[src/verilog/vec_fixed_pkg.sv]
// Fixed-point number and 3-vector types shared by the vector arithmetic unit
package vec_fixed_pkg;

    localparam int D_BITS    = 32;
    localparam int Q_BITS    = 16;
    localparam int LANES     = 3;
    localparam int WIDE_BITS = 64;

    // Signed Q16.16 number
    typedef logic signed [D_BITS-1:0] fix_t;

    // Lane 0 sits in the low bits
    typedef fix_t [LANES-1:0] vec3_t;

    // Second operand and result word, read either as a vector or as one scalar
    typedef union packed {
        vec3_t vec;
        struct packed {
            logic [(LANES-1)*D_BITS-1:0] reserved;
            fix_t                        value;
        } scalar;
    } vec_operand_u;

    // Full-width signed product, before the fraction shift
    function automatic logic signed [WIDE_BITS-1:0] wide_mul(
        input fix_t a,
        input fix_t b
    );
        logic signed [WIDE_BITS-1:0] a_wide;
        logic signed [WIDE_BITS-1:0] b_wide;
        a_wide = WIDE_BITS'(a);
        b_wide = WIDE_BITS'(b);
        return a_wide * b_wide;
    endfunction

endpackage
[src/verilog/vec_cmd_pkg.sv]
// Command encoding and queue sizing for the vector arithmetic unit
package vec_cmd_pkg;

    // Operation selected by a command
    typedef enum logic [1:0] {
        OP_ADD   = 2'd0,
        OP_SCALE = 2'd1,
        OP_DOT   = 2'd2,
        OP_CROSS = 2'd3
    } vec_op_e;

    // Opcode above x above y
    localparam int CMD_BITS = $bits(vec_op_e)
                            + 2 * vec_fixed_pkg::LANES * vec_fixed_pkg::D_BITS;

    localparam int CMD_FIFO_DEPTH = 8;
    localparam int RES_FIFO_DEPTH = 8;

endpackage

[src/verilog/vec_op_control.sv]
// Sequencer that pops a command, registers the selected result and pushes it
module vec_op_control
    import vec_fixed_pkg::*;
    import vec_cmd_pkg::*;
(
    input  logic         clock,
    input  logic         reset,

    input  vec_op_e      op,
    input  vec3_t        sum,
    input  vec3_t        scaled,
    input  vec3_t        cross_prod,
    input  fix_t         dot,

    input  logic         in_empty,
    output logic         in_rd_en,

    output vec_operand_u result,
    input  logic         out_full,
    output logic         out_wr_en
);

    // Low is idle, high is holding a result for the output FIFO
    logic         holding;
    logic         holding_next;
    vec_operand_u selected;
    vec_operand_u result_next;

    // Result mux over the head command's opcode
    always_comb begin
        selected = '0;
        case (op)
            OP_ADD:   selected.vec = sum;
            OP_SCALE: selected.vec = scaled;
            // Reserved bits stay zero
            OP_DOT:   selected.scalar.value = dot;
            OP_CROSS: selected.vec = cross_prod;
        endcase
    end

    always_comb begin
        holding_next = holding;
        result_next  = result;
        in_rd_en     = 1'b0;
        out_wr_en    = 1'b0;

        if (!holding) begin
            if (!in_empty) begin
                in_rd_en     = 1'b1;
                result_next  = selected;
                holding_next = 1'b1;
            end
        end else if (!out_full) begin
            out_wr_en    = 1'b1;
            holding_next = 1'b0;
        end
    end

    always_ff @(posedge clock or posedge reset) begin
        if (reset) begin
            holding <= 1'b0;
            result  <= '0;
        end else begin
            holding <= holding_next;
            result  <= result_next;
        end
    end

    // Command FIFO drains only through our pops
    a_empty_after_pop: assert property (
        @(posedge clock) disable iff (reset)
        $rose(in_empty) |-> $past(in_rd_en)
    ) else $error("vec_op_control: command FIFO emptied without a pop");

    // Result FIFO fills only through our pushes
    a_full_after_push: assert property (
        @(posedge clock) disable iff (reset)
        $rose(out_full) |-> $past(out_wr_en)
    ) else $error("vec_op_control: result FIFO filled without a push");

endmodule

[config.mk]
export PLATFORM = sky130hd
export DESIGN_NAME = vec_op_control
export DESIGN_NICKNAME = d
export VERILOG_FILES = /design/src/verilog/vec_fixed_pkg.sv /design/src/verilog/vec_cmd_pkg.sv /design/src/verilog/vec_op_control.sv
export SDC_FILE = /design/constraint.sdc
export NUM_CORES = 1
export LEC_CHECK = 0
export BUFFER_PORTS_ARGS = -buffer_cell sky130_fd_sc_hd__buf_2
export CAP_MARGIN = 40
export CORE_AREA = 2 2 166 168
export DETAILED_ROUTE_END_ITERATION = 10
export DIE_AREA = 0 0 168 170
export GPL_ROUTABILITY_DRIVEN = 0
export GPL_TIMING_DRIVEN = 0
export SLEW_MARGIN = 20
export SYNTH_ARGS = -nofsm -noshare
export SYNTH_HDL_FRONTEND = slang
export SYNTH_SLANG_ARGS = --single-unit
[constraint.sdc]
create_clock -name clock -period 4.5 [get_ports clock]
set_input_delay 0 -clock clock [delete_from_list [all_inputs] [get_ports clock]]
set_output_delay 0 -clock clock [all_outputs]
set_load 0.005 [all_outputs]
==> results of run 1 <==
[final cells by class]
| cell class | count | area, sq um | share of cell area |
|---|---|---|---|
| multi-input combinational | 391 | 3040 | 0.296 |
| inverter | 2 | 13.8 | 0.00134 |
| antenna | 1 | 2.50 | 0.000244 |
| tap | 341 | 427 | 0.0416 |
| buffer | 53 | 373 | 0.0363 |
| clock buffer | 11 | 233 | 0.0227 |
| clock inverter | 5 | 40.0 | 0.00390 |
| timing repair buffer | 580 | 3710 | 0.361 |
| sequential | 97 | 2430 | 0.237 |
[timing repair]
action | in CTS | in global routing
hold buffers | 156 | 0
endpoints found under the hold margin | 139 | 0
setup buffers | 0 | 0
[per-stage QoR]
| step | power (mW) | utilization | instance area (sq um) | worst slack (ps) | hold slack (ps) |
|---|---|---|---|---|---|
| floorplan | 1.62 | - | 5850 | 1970 | 30.2 |
| global placement | 2.10 | 0.315 | 8390 | 720 | 221 |
| detailed placement | 2.13 | 0.316 | 8430 | 2910 | 36.1 |
| CTS | 3.07 | 0.385 | 10300 | 2400 | 3.42 |
| global route | 3.22 | 0.385 | 10300 | 2300 | 46.2 |
| finish | 3.03 | 0.385 | 10300 | 2450 | 17.1 |
[kinds of logic after synthesis]
group / Yosys count / synth area share
AND/OR/NAND/NOR: 103 / 0.0691
multiplexers: 128 / 0.219
flip-flops: 97 / 0.415
buffers and inverters: 55 / 0.0652
AO/OA/AOI/OAI: 160 / 0.232
[flip-flops by register name, summed over array words and instances (netlist names)]
signal	count
holding	1
result	96
[synth_stat cells]
master     instances
a2bb2oi_1         64
and2_1             1
buf_2             22
buf_4              9
buf_6             15
clkbuf_1           7
clkinv_2           1
dfrtp_1           97
inv_1              1
mux2i_1          128
nand2_1           98
nand2_4            1
nor2b_1            1
o21ai_1           64
o221ai_1           1
o221ai_2          31
or2_1              1
or3_1              1
[cell usage in the layout (no fill, tap or decap), drive strengths merged]
master and instances:
nor2b 1, inv 3, a2bb2oi 64, mux2i 128, o221ai 32, dlygate4sd3 156
or3 1, nand2 99, and2 1, buf 470, clkbuf 18, clkinv 4
diode 1, o21ai 64, dfrtp 97, or2 1
[how the worst max path moves through the flow]
stage / start / endpoint / slack [ps]
after floorplan: reset / holding / 1970
after global placement: reset / result[47] / 720
after detailed placement: holding / result[91] / 2910
after CTS: holding / result[0] / 2400
after global routing: holding / result[0] / 2300
final: holding / result[0] / 2450
[power groups by stage]
stage               combinational, mW  sequential (mW)  clock [mW]
floorplan                       0.441             1.18           0
global placement                0.937             1.17           0
detailed placement              0.952             1.17           0
CTS                              1.13             1.16       0.776
global route                     1.24             1.19       0.796
finish                           1.13             1.16       0.741
[worst min-delay path, cell delays in order]
cell      delay (ps)
buf_2             80
mux2i_1           80
o221ai_2         170
[metal layers]
layer	routed length [microns]	global-route usage	up-vias
li1	-	-	3200
met1	10400	0.204	3244
met2	13200	0.330	298
met3	1470	0.0288	42
met4	722	0.0707	0
met5	0	0	-
==> summary.md, run 1 <==
| Metric | Value |
|---|---|
| Outcome | completed |
| Via-to-Cell Ratio | around 4.6 |
| Initial antenna violation count | 1 |
| CP Data Arrival Time | 2340 ps |
| Die Height | 170 microns |
| Worst skew pair latency | 350 ps |
| Inserted Clock Buffers | 9 |
| Final-report hold violation count | 0 |
| I/O pin count | 424 |
| CP Data Required Time | between 4000 and 5000 ps |
| Drt pass-1 iters | 7 |
| Max capacitance violation total | 0 |
| VDD IR-drop max | 106 uV |
| Total Neg Setup Slack | 0 ps |
| Dpl hpwl | 19.3 mm |
| Slew Limit Fails | 0 |
| Largest net degree at the start of global routing | 56 |
| Synth cell types | 18 |
| Register bit total from synthesis | 97 |
| Layout cells sized above 1 | 0.455 |
| Hold endpoint | result[23] |
| Seq/Total Area, Yosys | 0.415 |
| Hold Startpoint | cross_prod[23] |
| Syn nets | 869 |
| Internal | 2.06 mW |
| # rows | 60 |
| R2R setup slack | 2450 ps |
| Largest delay contributor family on the critical path | buffers and inverters |
| CP Capture Type | flop |
| Flop pwr share | 0.383 |
| RSZ-0062 raised after global routing | false |
| Fin crit share | 0.457 |
| # resized after CTS | 0 |
| Synth Warn # | 0 |
| Area Growth Syn to Fin | 75.4% |
| WL final | 25.8 mm |
| Vias in the first global route | 7096 |
| Final clock skew | 11.8 ps |
| TritonCTS clock tree | yes |
| Hold path cells | 3 |
| Top cell type's share of synthesized area | 0.415 |
| Routed Antenna Nets | 0 |
| Global-route wire length before repair | 39.2 mm |
| CP peak stage delay | approximately 560 ps |
| Root Driver | clkbuf_16 |
| Placed Cells | ~1.3k |
| Min-Delay Path Class | in2reg |
| Clock network power share | 0.245 |
| Starting density of the core | 0.219 |
| Power Dens Cells | 295 nW/um^2 |
| H-tree depth | 3 |
| Combinational Power Share | 0.373 |
| Static leakage | approximately 5.4 nW |
| 1st-iter DRT viols | 256 |
| Worst R2R Path Depth | 6 |
| Worst Tran Pin Value | 676 ps |
| Layout Nets | 1460 |
| Core box area | between 20000 and 30000 sq um |
| Synth area leader | dfrtp_1 |
| CP max-delay cell | dlygate4sd3_1 |
| R2r startpoint | holding |
| CTS Sinks | 97 |
| Fill cells | approximately 2.6k |
| Post-Syn Instances | between 500 and 600 |
| NetSw | just under 1 mW |
| Avg WL per Cell | 17.4 microns |
| Die width | 168 microns |
| Final setup fails | 0 |
| Cell Count, Final, Fillers Out | roughly 1.5k |
| Fmax | 0.487 GHz |
| Syn Std Cell Area | slightly below 6000 sq um |
| Sw Share | 0.322 |
| Total number of vias | 6784 |
| Critical path type | reg2reg |
| Reg2Reg Capture Point | result[0] |
| Critical Path, Cell by Cell | or2_1 > buf_6 > clkbuf_1 > nand2_1 > o221ai_2 > dlygate4sd3_1 |
| Syn avg cell area | 10.8 sq um |
| Synth top area cells | dfrtp_1 (41%), mux2i_1 (22%), a2bb2oi_1 (9.6%), o221ai_2 (8.0%), nand2_1 (6.3%) |
| Max clock buf depth | 2 |
| DRC violations left | 0 |
| Die ar. | ~29000 sq um |
| Crit path launch type | flop |
| Congestion Overflow GR | 0 |
| Worst Path Max Fanout | 10 |
| Number of cells on the critical path | 6 |
| Minimum clock period after layout | 2050 ps |
| Clock-pin slew on the worst setup and hold paths | 80 ps |
| IO Port Bufs | 423 |
| Relative slew slack | 0.549 |
| Worst Path Buf+Inv | 3 |
| Total global-route track usage | 0.178 |
Note: power is estimated with default switching activity, not from simulation.
==> run 2: changes to the inputs <==
--- a/config.mk
+++ b/config.mk
@@ -7,9 +7,9 @@
 export LEC_CHECK = 0
 export BUFFER_PORTS_ARGS = -buffer_cell sky130_fd_sc_hd__buf_2
 export CAP_MARGIN = 40
-export CORE_AREA = 2 2 166 168
+export CORE_AREA = 2 2 167 169
 export DETAILED_ROUTE_END_ITERATION = 10
-export DIE_AREA = 0 0 168 170
+export DIE_AREA = 0 0 169 171
 export GPL_ROUTABILITY_DRIVEN = 0
 export GPL_TIMING_DRIVEN = 0
 export SLEW_MARGIN = 20
==> constraint.sdc (replaced) <==
create_clock -name clock -period 2.02 [get_ports clock]
set_input_delay 0 -clock clock [delete_from_list [all_inputs] [get_ports clock]]
set_output_delay 0 -clock clock [all_outputs]
set_load 0.005 [all_outputs]
==> run 2 against run 1 <==
The flow now finishes with violations (hold timing). Hold slack worse by 23 ps. Clock-buffer cell count unchanged. Clock skew down 2.9 ps. Register-to-register slack worse by 2300 ps. Total power up 120%. Clock power up 120%. Worst setup slack worse by 2300 ps. Combinational power up 110%. Utilization down 0.38 points. Via count down 0.84%. Critical path depth up 1. Routed wire length down 0.29%. Critical endpoint is now result[29].
==> summary.md, run 2 (synthesis results as in run 1) <==
| Metric | Value |
|---|---|
| Layout cells sized above 1 | 0.454 |
| CP Data Required Time | 2240 ps |
| Static leakage | 5.42 nW |
| Minimum clock period after layout | 1910 ps |
| Worst skew pair latency | 350 ps |
| Largest delay contributor family on the critical path | buffers and inverters |
| Outcome | finished with violations |
| Commonest non-fill, non-tap cell in the layout | buf_2 |
| Drt pass-1 iters | 4 |
| Congestion Overflow GR | 0 |
| Critical path type | in2reg |
| Worst Path Buf+Inv | 5 |
| Area Growth Syn to Fin | 78.1% |
| Relative slew slack | 0.535 |
| CP Capture Type | flop |
| Layout Nets | 1472 |
| Largest Register | result |
| Initial antenna violation count | 1 |
| Post-layout util | 0.381 |
| Final-report hold violation count | 2 |
| Max reg flops | 96 |
| Die width | 169 microns |
| Root Driver | clkbuf_16 |
| Fmax | 0.524 GHz |
| VDD IR-drop max | 230 uV |
| Starting density of the core | 0.214 |
| Crit path launch type | input pin |
| Largest net degree at the start of global routing | 34 |
| Inserted Clock Buffers | 9 |
| Min-Delay Path Class | in2reg |
| Die ar. | between 20000 and 30000 sq um |
| Clock-pin slew on the worst setup and hold paths | 70 ps |
| Power Dens Cells | 635 nW/um^2 |
| Max capacitance violation total | 0 |
| Power, Total | 6.62 mW |
| Worst Path Max Fanout | 10 |
| Die Height | 171 microns |
| Hold path cells | 3 |
| Via-to-Cell Ratio | ~4.5 |
| Worst Tran Pin Value | 697 ps |
| 1st-iter DRT viols | roughly 200 |
| Critical Path, Cell by Cell | buf_2 > buf_6 > buf_4 > mux2i_1 > dlygate4sd3_1 > o221ai_2 > dlygate4sd3_1 |
| Core box area | 27300 sq um |
| Placed inst area | 8470 sq um |
| R2R setup slack | 120 ps |
| # rows | 61 |
| Hold Startpoint | scaled[22] |
| Largest registers | result x96, holding x1 |
| I/O pin count | 424 |
| Hold endpoint | result[22] |
| CP peak stage delay | 610 ps |
| Fin crit share | 0.944 |
| Final WS setup | 112 ps |
| Final setup fails | 0 |
| Final clock skew | 8.98 ps |
| R2r startpoint | holding |
| Vias in the first global route | between 7k and 8k |
| Total number of vias | around 6.7k |
| Most frequent cells in the layout | buf_2 (445), dlygate4sd3_1 (164), mux2i_1 (128) |
| Dpl hpwl | roughly 19 mm |
| Global-route wire length before repair | 38.1 mm |
| H-tree depth | 3 |
| Fill cells | 2702 |
| CP max-delay cell | dlygate4sd3_1 |
| DRC violations left | 0 |
| Reg2Reg Capture Point | result[27] |
| Max clock buf depth | 2 |
| Worst R2R Path Depth | 7 |
| Failing checks | hold timing |
| Cell area after layout | 10400 sq um |
| Worst slack at placement | 444 ps |
| Placed Cells | 1315 |
| WL final | between 20 and 30 mm |
| IO Port Bufs | 423 |
| Cell Count, Final, Fillers Out | ~1.5k |
| Inserted Diodes | 0 |
| TritonCTS clock tree | yes |
| RSZ-0062 raised after global routing | true |
| Most common cell on crit path | dlygate4sd3_1 |
| Slew Limit Fails | 0 |
| Min Hold Slack | -5.60 ps |
| CP Data Arrival Time | 2130 ps |
| Avg WL per Cell | 17.2 microns |
| Total global-route track usage | 0.171 |
| CTS Sinks | 97 |
| Routed Antenna Nets | 0 |
## run 2: cell count changes in the layout (fill, tap and decap cells not counted), sizes merged
cell          previous run  this run
clkinvlp                 0         2
diode                    1         0
buf                    470       473
inv                      3         2
dlymetal6s4s             0         1
clkinv                   4         3
dlygate4sd3            156       164
## run 2: final cells by class
type | instances | area, sq um | area share
inverter | 2 | 12.5 | 0.00120
sequential | 97 | 2430 | 0.233
multi-input combinational | 391 | 3040 | 0.292
timing repair buffer | 592 | 3850 | 0.369
clock inverter | 5 | 38.8 | 0.00372
tap | 346 | 433 | 0.0416
clock buffer | 11 | 233 | 0.0223
buffer | 53 | 387 | 0.0371
## run 2: layer usage
layer | vias to the layer above | share of wire | wire length, microns | GRT usage
met4 | 0 | 0.033 | 840 | 0.0740
li1 | 3222 | - | - | -
met2 | 284 | 0.52 | 13300 | 0.318
met1 | 3178 | 0.39 | 10000 | 0.190
met3 | 43 | 0.060 | 1550 | 0.0324
met5 | - | 0 | 0 | 0
## run 2: worst register-to-register path: stages (launching register included)
cell and delay [ps]:
dfrtp_1 400, or2_1 220, buf_6 160, clkinv_2 70, nand2_4 90, buf_12 170
o221ai_2 170, dlygate4sd3_1 570
## run 2: how the worst max path moves through the flow
| stage | startpoint | endpoint | slack, ps | cells past startpoint |
|---|---|---|---|---|
| global placement | reset | result[48] | 140 | 2 |
| floorplan | holding | result[10] | 760 | 6 |
| finish | op[0] | result[29] | 110 | 7 |
| CTS | holding | result[27] | 60 | 7 |
| detailed placement | holding | result[91] | 440 | 4 |
| global route | holding | result[29] | -9 | 7 |
## run 2: power by group
part / internal (mW) / switching [mW] / total [mW]
registers: 2.35 / 0.215 / 2.57
logic: 1.31 / 1.12 / 2.42
clock network: 0.847 / 0.779 / 1.63
## run 2: repair_timing
| item | CTS | global route |
|---|---|---|
| endpoints found under the setup margin | 0 | 8 |
| gates resized for setup | 0 | 6 |
| hold buffers | 169 | 0 |
| buffers inserted | 0 | 1 |
| hold endpoints to repair | 129 | 0 |
## run 2: metrics by stage
step / hold WS, ps / setup TNS, ps
floorplan: 30.2 / 0
global placement: 225 / 0
detailed placement: 43.5 / 0
CTS: 1.67 / 0
global route: 22.1 / -9.27
finish: -5.60 / 0
