## src/verilog/sync_fifo.sv

```systemverilog
// Single-clock first-word-fall-through FIFO with full and empty flags
module sync_fifo #(
    parameter int WIDTH = 32,
    parameter int DEPTH = 8
) (
    input  logic             clock,
    input  logic             reset,

    input  logic             wr_en,
    input  logic [WIDTH-1:0] din,
    output logic             full,

    input  logic             rd_en,
    output logic [WIDTH-1:0] dout,
    output logic             empty
);

    localparam int ADDR_BITS = $clog2(DEPTH);

    logic [WIDTH-1:0]   mem [DEPTH];

    // Extra top bit tells a full ring from an empty one
    logic [ADDR_BITS:0] wr_ptr;
    logic [ADDR_BITS:0] rd_ptr;
    logic               do_write;
    logic               do_read;

    assign do_write = wr_en && !full;
    assign do_read  = rd_en && !empty;

    assign empty = (wr_ptr == rd_ptr);
    assign full  = (wr_ptr[ADDR_BITS] != rd_ptr[ADDR_BITS])
                && (wr_ptr[ADDR_BITS-1:0] == rd_ptr[ADDR_BITS-1:0]);

    // Head entry is visible without a read
    assign dout = mem[rd_ptr[ADDR_BITS-1:0]];

    always_ff @(posedge clock or posedge reset) begin
        if (reset) begin
            wr_ptr <= '0;
            rd_ptr <= '0;
        end else begin
            if (do_write) begin
                wr_ptr <= wr_ptr + 1'b1;
            end
            if (do_read) begin
                rd_ptr <= rd_ptr + 1'b1;
            end
        end
    end

    always_ff @(posedge clock) begin
        if (do_write) begin
            mem[wr_ptr[ADDR_BITS-1:0]] <= din;
        end
    end

    // Producer must respect full
    a_no_overflow: assert property (
        @(posedge clock) disable iff (reset)
        !(wr_en && full)
    ) else $error("sync_fifo: write while full");

    // Consumer must respect empty
    a_no_underflow: assert property (
        @(posedge clock) disable iff (reset)
        !(rd_en && empty)
    ) else $error("sync_fifo: read while empty");

endmodule

```

## config.mk

```make
export PLATFORM = sky130hd
export DESIGN_NAME = sync_fifo
export DESIGN_NICKNAME = d
export VERILOG_FILES = /design/src/verilog/sync_fifo.sv
export SDC_FILE = /design/constraint.sdc
export NUM_CORES = 1
export LEC_CHECK = 0
export BUFFER_PORTS_ARGS = -buffer_cell sky130_fd_sc_hd__buf_4
export CAP_MARGIN = 10
export CORE_UTILIZATION = 60
export CTS_CLUSTER_DIAMETER = 50
export DETAILED_ROUTE_END_ITERATION = 10
export PLACE_DENSITY = 0.83
export SLEW_MARGIN = 0
export SYNTH_ARGS = -nofsm -noshare
export SYNTH_HDL_FRONTEND = slang
export SYNTH_SLANG_ARGS = --single-unit
export TNS_END_PERCENT = 1
```

## constraint.sdc

```tcl
create_clock -name clock -period 5.46 [get_ports clock]
set_input_delay 0.819 -clock clock [delete_from_list [all_inputs] [get_ports clock]]
set_output_delay 0.819 -clock clock [all_outputs]
set_load 0.02 [all_outputs]
```

==> impl_metrics.env, run 1 <==
export IMPL_status="completed"
export IMPL_setup_worst_path_end_class="output pin"
export IMPL_cts_root_buf="clkbuf_16"
export IMPL_fillers=924
export IMPL_drt_iter0_markers=418
export IMPL_drc=0
export IMPL_drive_gt1_share_pct=40.4
export IMPL_cp_start_kind="flip-flop"
export IMPL_final_cell_mix="256 x edfxtp_1, 82 x buf_4, 45 x mux4_2"
export IMPL_place_area_sq_um=11200
export IMPL_nNetsFinal=557
export IMPL_synthDominantCellAreaShare_pct=73.7
export IMPL_fin_ws_ns=1.47
export IMPL_cts_reportedPaths_clkPinSlew_ns=0.06
export IMPL_muxShareOfSynthArea_pct=19.1
export IMPL_min_period_ns=3.99
export IMPL_yosys_area_share_simple_pct=1.29
export IMPL_fp_dieH_um=134
export IMPL_drtPass1Iterations=4
export IMPL_die_w_um=134
export IMPL_core_sq_um=16800
export IMPL_dp_hpwl_um=10400
export IMPL_clock_fmax_ghz=0.251
export IMPL_n_antenna_cell=0
export IMPL_final_core_util_pct=72.2
export IMPL_first_global_vias=4998
export IMPL_power_net_switching_mw=2.11
export IMPL_fp_row_count=47
export IMPL_die_area_sq_um=17900
export IMPL_worstMarginPinSlew_ns=1.14
export IMPL_synth_distinct_cells=34
export IMPL_grt_pass1_wl_um=29400
export IMPL_final_max_slew_viol_count=0
export IMPL_layout_commonest_cell="edfxtp_1"
export IMPL_power_frac_seq_pct=40.0
export IMPL_seq_area_frac_synth_pct=75.6
export IMPL_syn_inst=431
export IMPL_finalClockSkew_ns=0.00880
export IMPL_whs_ns=0.252
export IMPL_fin_cells=759
export IMPL_wirelength_um=19100
export IMPL_clockPowerShare_pct=26.4
export IMPL_synth_xor_area_share_pct=0.971
export IMPL_maxCapViolCount=0
export IMPL_wire_per_inst_um=25.2
export IMPL_swShare_pct=30.5
export IMPL_antenna_found_initial=0
export IMPL_syn_area_sq_um=10400
export IMPL_ctsHoldBuffers=0
export IMPL_required_ns=4.64
export IMPL_synthesis_nets=469
export IMPL_cts_tree="built"
export IMPL_r2r_cells=4
export IMPL_synth_compound_area_share_pct=0.971
export IMPL_p_per_area_nw_per_um2=573
export IMPL_stdcell_area_sq_um=12100
export IMPL_async_flop_share_pct=3.03
export IMPL_hp_class="input pin to asynchronous set/reset pin"
export IMPL_ys_flop_type="edfxtp_1"
export IMPL_tns_ns=0
export IMPL_ant_nets=0
export IMPL_htree_levels=1
export IMPL_yosys_area_top_type="edfxtp_1"
export IMPL_cts_resized=0
export IMPL_synth_edf_count=256
export IMPL_areaGrowthSynthToFinish_pct=15.9
export IMPL_post_cts_buffers=0
export IMPL_clock_latency_ns=0.52
export IMPL_gp_congestion=0.751
export IMPL_dp_slack_ns=1.98
export IMPL_synth_seq_cells=264
export IMPL_pwr_share_comb_pct=33.6
export IMPL_critPathKind="flip-flop to output pin"
export IMPL_min_period_over_period_pct=73.1
export IMPL_yosysWarnings=0
export IMPL_via_per_inst=6.16
export IMPL_total_power_mw=6.92
export IMPL_dp_cells=711
export IMPL_critical_path_max_fanout=42
export IMPL_grt_util_all_layers_pct=22.5
export IMPL_ir_worst_vdd_mv=0.366
export IMPL_rsz0062_at_grt="false"
export IMPL_grt_max_degree=69
export IMPL_synthAdderAreaFrac_pct=0.240
export IMPL_finalHoldViolCount=0
export IMPL_io_pins=70
export IMPL_vias=4679
export IMPL_syn_area_per_cell_sq_um=24.2
export IMPL_cts_sinks=264
export IMPL_ff2ff_setup_slack_ns=2.10
export IMPL_grt_overflow_total=0
export IMPL_port_buffer_count=69
export IMPL_clockBufferDepth=3
export IMPL_p_leak_nw=4.11
export IMPL_initial_core_util_pct=62.3
export IMPL_final_setup_viol_count=0
export IMPL_synth_top_family_by_area="multiplexers"
export IMPL_crit_arrival_ns=3.17
export IMPL_cts_buffers=26
export IMPL_slew_headroom_pct=23.7
export IMPL_synth_area_leaders="edfxtp_1 74%, mux4_2 9.7%, mux4_1 4.8%"
export IMPL_internal_power_mw=4.81
-- critical path, cell delays in order, from the launching register on --
cell and delay (ns):
dfrtp_4 0.95, buf_4 0.58, mux4_1 0.63, mux2_2 0.30, buf_4 0.16
-- area by class of cell --
| type | count | area (sq um) | share of cell area, % |
|---|---|---|---|
| clock buffer | 33 | 698 | 5.77 |
| clock inverter | 15 | 188 | 1.55 |
| inverter | 3 | 11.3 | 0.0931 |
| multi-input combinational | 142 | 2410 | 19.9 |
| sequential | 264 | 7890 | 65.3 |
| tap | 220 | 275 | 2.28 |
| timing repair buffer | 82 | 616 | 5.09 |
-- worst paths after layout --
check	from	endpoint
worst max-delay path	rd_ptr[0]$_DFFE_PP0P_	dout[3]
worst min-delay path	reset	rd_ptr[1]$_DFFE_PP0P_
worst max register to register	rd_ptr[0]$_DFFE_PP0P_	mem[5][29]$_DFFE_PP_
worst min register to register	wr_ptr[3]$_DFFE_PP0P_	wr_ptr[3]$_DFFE_PP0P_
max in group asynchronous	reset	rd_ptr[0]$_DFFE_PP0P_
min in group clock	din[15]	mem[2][15]$_DFFE_PP_
-- Yosys cell counts (2+ instances only) --
| cell | number |
|---|---|
| nand4_1 | 2 |
| buf_1 | 3 |
| ha_1 | 2 |
| nand2b_1 | 2 |
| mux2_4 | 27 |
| o311ai_1 | 2 |
| edfxtp_1 | 256 |
| and2_1 | 2 |
| buf_2 | 7 |
| mux4_2 | 45 |
| nand2_1 | 4 |
| nor3_1 | 3 |
| mux2_1 | 2 |
| nor2_1 | 5 |
| clkbuf_1 | 3 |
| mux2_2 | 5 |
| o41ai_2 | 3 |
| buf_12 | 4 |
| mux4_1 | 19 |
| o311ai_0 | 2 |
| o41ai_1 | 2 |
| inv_1 | 3 |
| clkbuf_4 | 3 |
| xor2_2 | 3 |
| xnor2_1 | 5 |
| dfrtp_1 | 8 |
| and4_1 | 2 |
-- sequential cells by signal, indices dropped and copies added (netlist names) --
name	count
rd_ptr	4
mem	256
wr_ptr	4
-- power groups by stage --
stage	sequential [mW]	clock, mW	combinational, mW
CTS	2.78	1.86	2.35
floorplan	2.67	0	1.80
finish	2.77	1.83	2.33
detailed placement	2.81	0	2.33
global route	2.81	1.93	2.45
global placement	2.79	0	2.29
-- routing by layer --
layer  part of all wire [%]  vias to the layer above  global-route usage (%)  routed length [um]
met5                      0                        -                       0                   0
met4                    2.4                        0                    8.08                 465
met3                    6.7                       34                    3.85                1290
met2                     51                      169                    37.5                9700
met1                     40                     2456                    30.4                7650
li1                       -                     2020                       -                   -
-- kinds of logic (layout without fill, tap and decap cells) --
family / after synthesis / after routing
adders and majority gates: 2 / 2
xor gates and xnor gates: 9 / 9
buffers and inverters: 25 / 133
muxes: 98 / 98
and+or+nand+nor: 24 / 24
DFF: 264 / 264
AOI/OAI and AO/OA: 9 / 9
(Power assumes the default switching activity.)
==> run 2, diff against run 1 <==
--- a/config.mk
+++ b/config.mk
@@ -5,12 +5,13 @@
 export SDC_FILE = /design/constraint.sdc
 export NUM_CORES = 1
 export LEC_CHECK = 0
+export ABC_AREA = 1
 export BUFFER_PORTS_ARGS = -buffer_cell sky130_fd_sc_hd__buf_4
 export CAP_MARGIN = 10
-export CORE_UTILIZATION = 60
+export CORE_UTILIZATION = 54
 export CTS_CLUSTER_DIAMETER = 50
 export DETAILED_ROUTE_END_ITERATION = 10
-export PLACE_DENSITY = 0.83
+export PLACE_DENSITY = 0.79
 export SLEW_MARGIN = 0
 export SYNTH_ARGS = -nofsm -noshare
 export SYNTH_HDL_FRONTEND = slang
==> constraint.sdc (replaced) <==
create_clock -name clock -period 3.3 [get_ports clock]
set_input_delay 0.495 -clock clock [delete_from_list [all_inputs] [get_ports clock]]
set_output_delay 0.495 -clock clock [all_outputs]
set_load 0.02 [all_outputs]
==> run 2 against run 1 <==
  * Sequential cell count unchanged
  * Global-route usage up 0.27 points
  * Combinational power up 78%
  * Final area up 1.2%
  * Largest cell class unchanged
  * Largest power group unchanged
  * Highest routed layer unchanged
==> impl_metrics.env, run 2 <==
export IMPL_pwr_share_comb_pct=35.3
export IMPL_yosys_area_share_simple_pct=10.6
export IMPL_r2r_cells=6
export IMPL_die_area_sq_um=20100
export IMPL_vias=6593
export IMPL_power_net_switching_mw=4.30
export IMPL_swShare_pct=36.6
export IMPL_synth_most_common_cell="edfxtp_1"
export IMPL_rsz0062_at_grt="false"
export IMPL_critical_path_max_fanout=57
export IMPL_core_sq_um=19000
export IMPL_final_core_util_pct=64.6
export IMPL_ff2ff_setup_slack_ns=0.56
export IMPL_clockBufferDepth=3
export IMPL_critPathKind="flip-flop to output pin"
export IMPL_fp_row_count=50
export IMPL_required_ns=2.80
export IMPL_syn_area_sq_um=10600
export IMPL_hp_class="input pin to flip-flop"
export IMPL_synth_area_leaders="edfxtp_1 73%, nor2_1 4.9%, nand2_1 4.6%"
export IMPL_synthAdderAreaFrac_pct=0.237
export IMPL_async_flop_share_pct=3.03
export IMPL_p_per_area_nw_per_um2=961
export IMPL_grt_overflow_total=0
export IMPL_crit_arrival_ns=2.65
export IMPL_post_cts_buffers=0
export IMPL_first_global_vias=6388
export IMPL_whs_path_depth=1
export IMPL_fp_dieH_um=142
export IMPL_n_antenna_cell=0
export IMPL_synth_common_cells="256 x edfxtp_1, 138 x nor2_1, 130 x nand2_1"
export IMPL_die_w_um=142
export IMPL_cts_root_buf="clkbuf_16"
export IMPL_multi_input_area_sq_um=2340
export IMPL_initial_core_util_pct=55.7
export IMPL_synth_seq_cells=264
export IMPL_fillers=1318
export IMPL_nNetsFinal=915
export IMPL_ir_worst_vdd_mv=0.581
export IMPL_muxShareOfSynthArea_pct=0
export IMPL_cts_sinks=264
export IMPL_finalHoldViolCount=0
export IMPL_synth_edf_count=256
export IMPL_clock_latency_ns=0.53
export IMPL_final_setup_viol_count=0
export IMPL_io_pins=70
export IMPL_min_period_over_period_pct=95.2
export IMPL_yosys_area_top_type="edfxtp_1"
export IMPL_p_leak_nw=4.35
export IMPL_status="completed"
export IMPL_antenna_found_initial=0
export IMPL_syn_inst=810
export IMPL_synth_compound_area_share_pct=10.6
export IMPL_wirelength_um=22500
export IMPL_finalClockSkew_ns=0.0113
export IMPL_cts_reportedPaths_clkPinSlew_ns=0.06
export IMPL_htree_levels=1
export IMPL_grt_util_all_layers_pct=22.8
export IMPL_grt_max_degree=65
export IMPL_synthDominantCellAreaShare_pct=72.8
export IMPL_syn_area_per_cell_sq_um=13.0
export IMPL_seq_area_frac_synth_pct=74.7
export IMPL_layout_commonest_cell="edfxtp_1"
export IMPL_ant_nets=0
export IMPL_min_to="mem[5][7]$_DFFE_PP_"
export IMPL_setup_worst_path_end_class="output pin"
export IMPL_regArea_sq_um=7890
export IMPL_drive_gt1_share_pct=19.4
export IMPL_yosysWarnings=0
export IMPL_cts_tree="built"
export IMPL_cts_buffers=27
export IMPL_hold_start="din[7]"
export IMPL_slew_headroom_pct=26.4
export IMPL_final_cell_mix="256 x edfxtp_1, 131 x nor2_1, 130 x nand2_1"
export IMPL_largest_reg_flops=256
export IMPL_min_period_ns=3.14
export IMPL_drtPass1Iterations=6
export IMPL_tns_ns=0
export IMPL_dp_hpwl_um=11900
export IMPL_final_max_slew_viol_count=0
export IMPL_via_per_inst=5.69
export IMPL_r2r_start="rd_ptr[0]$_DFFE_PP0P_"
export IMPL_ys_flop_type="edfxtp_1"
export IMPL_drt_iter0_markers=644
export IMPL_clock_fmax_ghz=0.318
export IMPL_synth_xor_area_share_pct=0.249
export IMPL_synth_top_family_by_area="compound AO/OA/AOI/OAI gates"
export IMPL_drc=0
export IMPL_internal_power_mw=7.46
export IMPL_power_frac_seq_pct=38.1
export IMPL_port_buffer_count=69
export IMPL_clockPowerShare_pct=26.6
export IMPL_cp_start_kind="flip-flop"
export IMPL_grt_pass1_wl_um=34500
export IMPL_areaGrowthSynthToFinish_pct=15.9
export IMPL_synth_distinct_cells=25
export IMPL_wire_per_inst_um=19.4
export IMPL_worstMarginPinSlew_ns=1.10
export IMPL_maxCapViolCount=0
export IMPL_gp_congestion=0.770
export IMPL_reg2reg_to="mem[5][8]$_DFFE_PP_"
export IMPL_synthesis_nets=848
run 2: cell types whose count changed in the layout (fill, tap and decap cells not counted), sizes merged, moves of 11 or more:
| cell | change |
|---|---|
| inv | +13 |
| mux2 | -34 |
| mux4 | -64 |
| nand2 | +130 |
| nand3 | +11 |
| nor2 | +133 |
| o21ai | +128 |
| o22ai | +64 |
run 2: metrics by stage:
stage | worst slack [ns] | cells | cell area [sq um] | power (mW) | hold WS (ns)
final | 0.159 | 1158 | 12200 | 11.8 | 0.193
after global placement | 0.532 | 1107 | 11300 | 8.55 | 0.479
after detailed placement | 0.452 | 1107 | 11300 | 8.66 | 0.486
after CTS | 0.0452 | 1158 | 12200 | 11.8 | 0.179
after floorplan | 0.503 | 810 | 10600 | 7.35 | 0.311
after global routing | 0.0412 | 1158 | 12200 | 12.3 | 0.183
run 2: final cells by class:
class | count | area share [%]
well taps | 260 | 2.66
flip-flops and latches | 264 | 64.5
multi-input cells | 482 | 19.1
repair buffers | 88 | 5.58
clock buffers | 38 | 6.35
clock inverters | 12 | 1.30
inverters | 14 | 0.491
run 2: worst max path at each step:
stage                                      from                  end  slack (ns)  cells past startpoint
after floorplan           rd_ptr[0]$_DFFE_PP0P_  mem[2][0]$_DFFE_PP_        0.50                      7
after global placement    rd_ptr[0]$_DFFE_PP0P_             dout[11]        0.53                      7
after detailed placement  rd_ptr[0]$_DFFE_PP0P_              dout[9]        0.45                      7
after CTS                 rd_ptr[0]$_DFFE_PP0P_              dout[9]        0.05                      7
after global routing      rd_ptr[0]$_DFFE_PP0P_             dout[29]        0.04                      7
final                     rd_ptr[0]$_DFFE_PP0P_             dout[27]        0.16                      7
run 2: repair_timing:
item,in CTS,in global routing
hold buffers,1,0
gates resized for setup,1,3
gates cloned,0,0
endpoints found under the hold margin,8,0
pin swaps,0,0
setup endpoints to repair,21,22
run 2: layer usage:
| metal | GRT usage [%] | up-vias | routed length, um |
|---|---|---|---|
| li1 | - | 3062 | - |
| met1 | 29.8 | 3198 | 9160 |
| met2 | 38.7 | 281 | 11000 |
| met3 | 3.31 | 52 | 1590 |
| met4 | 8.72 | 0 | 730 |
| met5 | 0 | - | 0 |
run 2: cell families after synthesis:
group                    count (synthesis)
AO/OA/AOI/OAI                          193
XOR/XNOR                                 3
adder cells (fa/ha/maj)                  2
buffers and inverters                   64
flip-flops                             264
AND/OR/NAND/NOR                        284
run 2: worst max-delay path, cell delays in order (launching register included):
cell and delay [ns]:
dfrtp_4 0.63, inv_8 0.33, buf_4 0.48, o21ai_1 0.13
o22ai_1 0.17, nand2_1 0.09, nand2_1 0.08, buf_4 0.13
run 2: power groups by stage:
stage	Sequential [mW]	Combinational, mW	Clock, mW
finish	4.48	4.15	3.12
global route	4.52	4.52	3.28
CTS	4.48	4.16	3.15
detailed placement	4.54	4.13	0
global placement	4.52	4.02	0
floorplan	4.40	2.95	0
==> run 3, diff against run 2 <==
--- a/config.mk
+++ b/config.mk
@@ -8,10 +8,11 @@
 export ABC_AREA = 1
 export BUFFER_PORTS_ARGS = -buffer_cell sky130_fd_sc_hd__buf_4
 export CAP_MARGIN = 10
-export CORE_UTILIZATION = 54
+export CORE_ASPECT_RATIO = 1.25
+export CORE_UTILIZATION = 45
 export CTS_CLUSTER_DIAMETER = 50
 export DETAILED_ROUTE_END_ITERATION = 10
-export PLACE_DENSITY = 0.79
+export PLACE_DENSITY = 0.69
 export SLEW_MARGIN = 0
 export SYNTH_ARGS = -nofsm -noshare
 export SYNTH_HDL_FRONTEND = slang
==> constraint.sdc (replaced) <==
create_clock -name clock -period 2.73 [get_ports clock]
set_input_delay 0.4095 -clock clock [delete_from_list [all_inputs] [get_ports clock]]
set_output_delay 0.4095 -clock clock [all_outputs]
set_load 0.02 [all_outputs]
==> run 3 against run 2 <==
  * Global-route usage shrank 4.0 points
  * Register-to-register slack gained 0.17 ns
  * Final area grew 0.26%
  * Sequential share of layout area shrank 0.16 points
  * Via count shrank 1.5%
  * Sequential power grew 18%
  * Combinational power grew 27%
  * Clock-buffer cell count shrank 12
  * Largest cell class unchanged
  * First-iteration DRC count shrank 7.5%
  * Non-clock buffer count grew 12
  * Setup slack lost 0.016 ns
==> impl_metrics.env, run 3 (synthesis results as in run 2) <==
export IMPL_status="completed"
export IMPL_vias=6496
export IMPL_whs_ns=0.118
export IMPL_initial_core_util_pct=46.0
export IMPL_setup_worst_path_end_class="output pin"
export IMPL_critical_path_max_fanout=48
export IMPL_areaGrowthSynthToFinish_pct=16.2
export IMPL_layout_commonest_cell="edfxtp_1"
export IMPL_crit_arrival_ns=2.18
export IMPL_die_w_um=139
export IMPL_n_antenna_cell=0
export IMPL_min_period_ns=2.59
export IMPL_final_max_slew_viol_count=0
export IMPL_worstMarginPinSlew_ns=0.516
export IMPL_clockBufferDepth=3
export IMPL_cts_reportedPaths_clkPinSlew_ns=0.06
export IMPL_maxCapViolCount=0
export IMPL_critPathBufInv=2
export IMPL_drc=0
export IMPL_nNetsFinal=925
export IMPL_ant_nets=0
export IMPL_final_cell_mix="256 x edfxtp_1, 131 x nor2_1, 130 x nand2_1"
export IMPL_cts_sinks=264
export IMPL_cts_buffers=25
export IMPL_core_sq_um=23000
export IMPL_dp_cells=1147
export IMPL_dp_hpwl_um=12500
export IMPL_p_per_area_nw_per_um2=1130
export IMPL_clock_latency_ns=0.52
export IMPL_antenna_found_initial=1
export IMPL_dp_slack_ns=0.694
export IMPL_gp_congestion=0.775
export IMPL_drt_iter0_markers=596
export IMPL_clock_fmax_ghz=0.387
export IMPL_finalHoldViolCount=0
export IMPL_via_per_inst=5.44
export IMPL_wire_per_inst_um=18.8
export IMPL_finalClockSkew_ns=0.00864
export IMPL_cts_tree="built"
export IMPL_rsz0062_at_grt="false"
export IMPL_final_setup_viol_count=0
export IMPL_grt_util_all_layers_pct=18.8
export IMPL_cp_start_kind="flip-flop"
export IMPL_ir_worst_vdd_mv=0.887
export IMPL_fin_ws_ns=0.144
export IMPL_port_buffer_count=69
export IMPL_critical_path_top_delay_family="buffers and inverters"
export IMPL_stdcell_area_sq_um=12300
export IMPL_first_global_vias=6319
export IMPL_largest_reg_flops=256
export IMPL_die_area_sq_um=24100
export IMPL_fp_dieH_um=173
export IMPL_drive_gt1_share_pct=19.9
export IMPL_hp_class="input pin to flip-flop"
export IMPL_crit_slowest_cell="dfrtp_4"
export IMPL_fp_row_count=62
export IMPL_total_power_mw=13.8
export IMPL_slew_headroom_pct=65.6
export IMPL_p_leak_nw=4.35
export IMPL_htree_levels=1
export IMPL_grt_max_degree=78
export IMPL_grt_pass1_wl_um=34900
export IMPL_io_pins=70
export IMPL_place_area_sq_um=11500
export IMPL_fin_cells=1194
export IMPL_fillers=1858
export IMPL_post_cts_buffers=0
export IMPL_cts_root_buf="clkbuf_16"
export IMPL_min_period_over_period_pct=94.7
export IMPL_critPathKind="flip-flop to output pin"
export IMPL_wirelength_um=22400
export IMPL_grt_overflow_total=0
export IMPL_required_ns=2.32
export IMPL_cpPeakStageDelay_ns=0.45
export IMPL_drtPass1Iterations=7
export IMPL_crit_chain="buf_4, o21ai_0, o22ai_1, nand2_1, nand2_1, buf_4"
export IMPL_final_core_util_pct=53.4
export IMPL_tns_ns=0
run 3: changes by cell type in the layout (fill, tap and decap cells not counted), sizes merged:
cell,delta
clkbuf,-12
clkinvlp,+1
inv,-2
bufinv,-1
clkinv,+10
buf,+12
run 3: per-layer routing:
| layer | track usage, % | share of wire (%) | vias up |
|---|---|---|---|
| met4 | 6.53 | 2.6 | 2 |
| met3 | 3.09 | 5.4 | 51 |
| li1 | - | - | 3093 |
| met2 | 31.8 | 49 | 192 |
| met1 | 24.5 | 43 | 3158 |
| met5 | 0 | 0.058 | - |
run 3: area by class of cell:
cell class                      count  area, sq um  area share (%)
Clock buffer                       26          629            5.13
Tap cell                          288          360            2.94
Clock inverter                     20          159            1.29
Multi-Input combinational cell    482         2340            19.1
Inverter                           14         55.1           0.449
Sequential cell                   264         7890            64.3
Timing Repair Buffer              100          832            6.78
run 3: power breakdown:
part	switching, mW	internal (mW)
registers	0.191	5.08
clock network	1.44	1.87
logic	3.51	1.75
total	5.14	8.71
run 3: what timing repair did:
| action | CTS | global route |
|---|---|---|
| hold endpoints to repair | 8 | 0 |
| hold buffers | 1 | 0 |
| gates resized for setup | 0 | 1 |
| setup endpoints to repair | 0 | 1 |
run 3: final timing paths:
check	start	to	slack, ns	cells after the start
worst max-delay path	rd_ptr[0]$_DFFE_PP0P_	dout[13]	0.14	6
worst min-delay path	din[17]	mem[0][17]$_DFFE_PP_	0.12	1
worst max register to register	rd_ptr[1]$_DFFE_PP0P_	mem[5][4]$_DFFE_PP_	0.73	8
worst min register to register	wr_ptr[3]$_DFFE_PP0P_	wr_ptr[3]$_DFFE_PP0P_	0.50	2
max in group asynchronous	reset	rd_ptr[0]$_DFFE_PP0P_	2.03	3
min in group asynchronous	reset	wr_ptr[2]$_DFFE_PP0P_	0.41	3
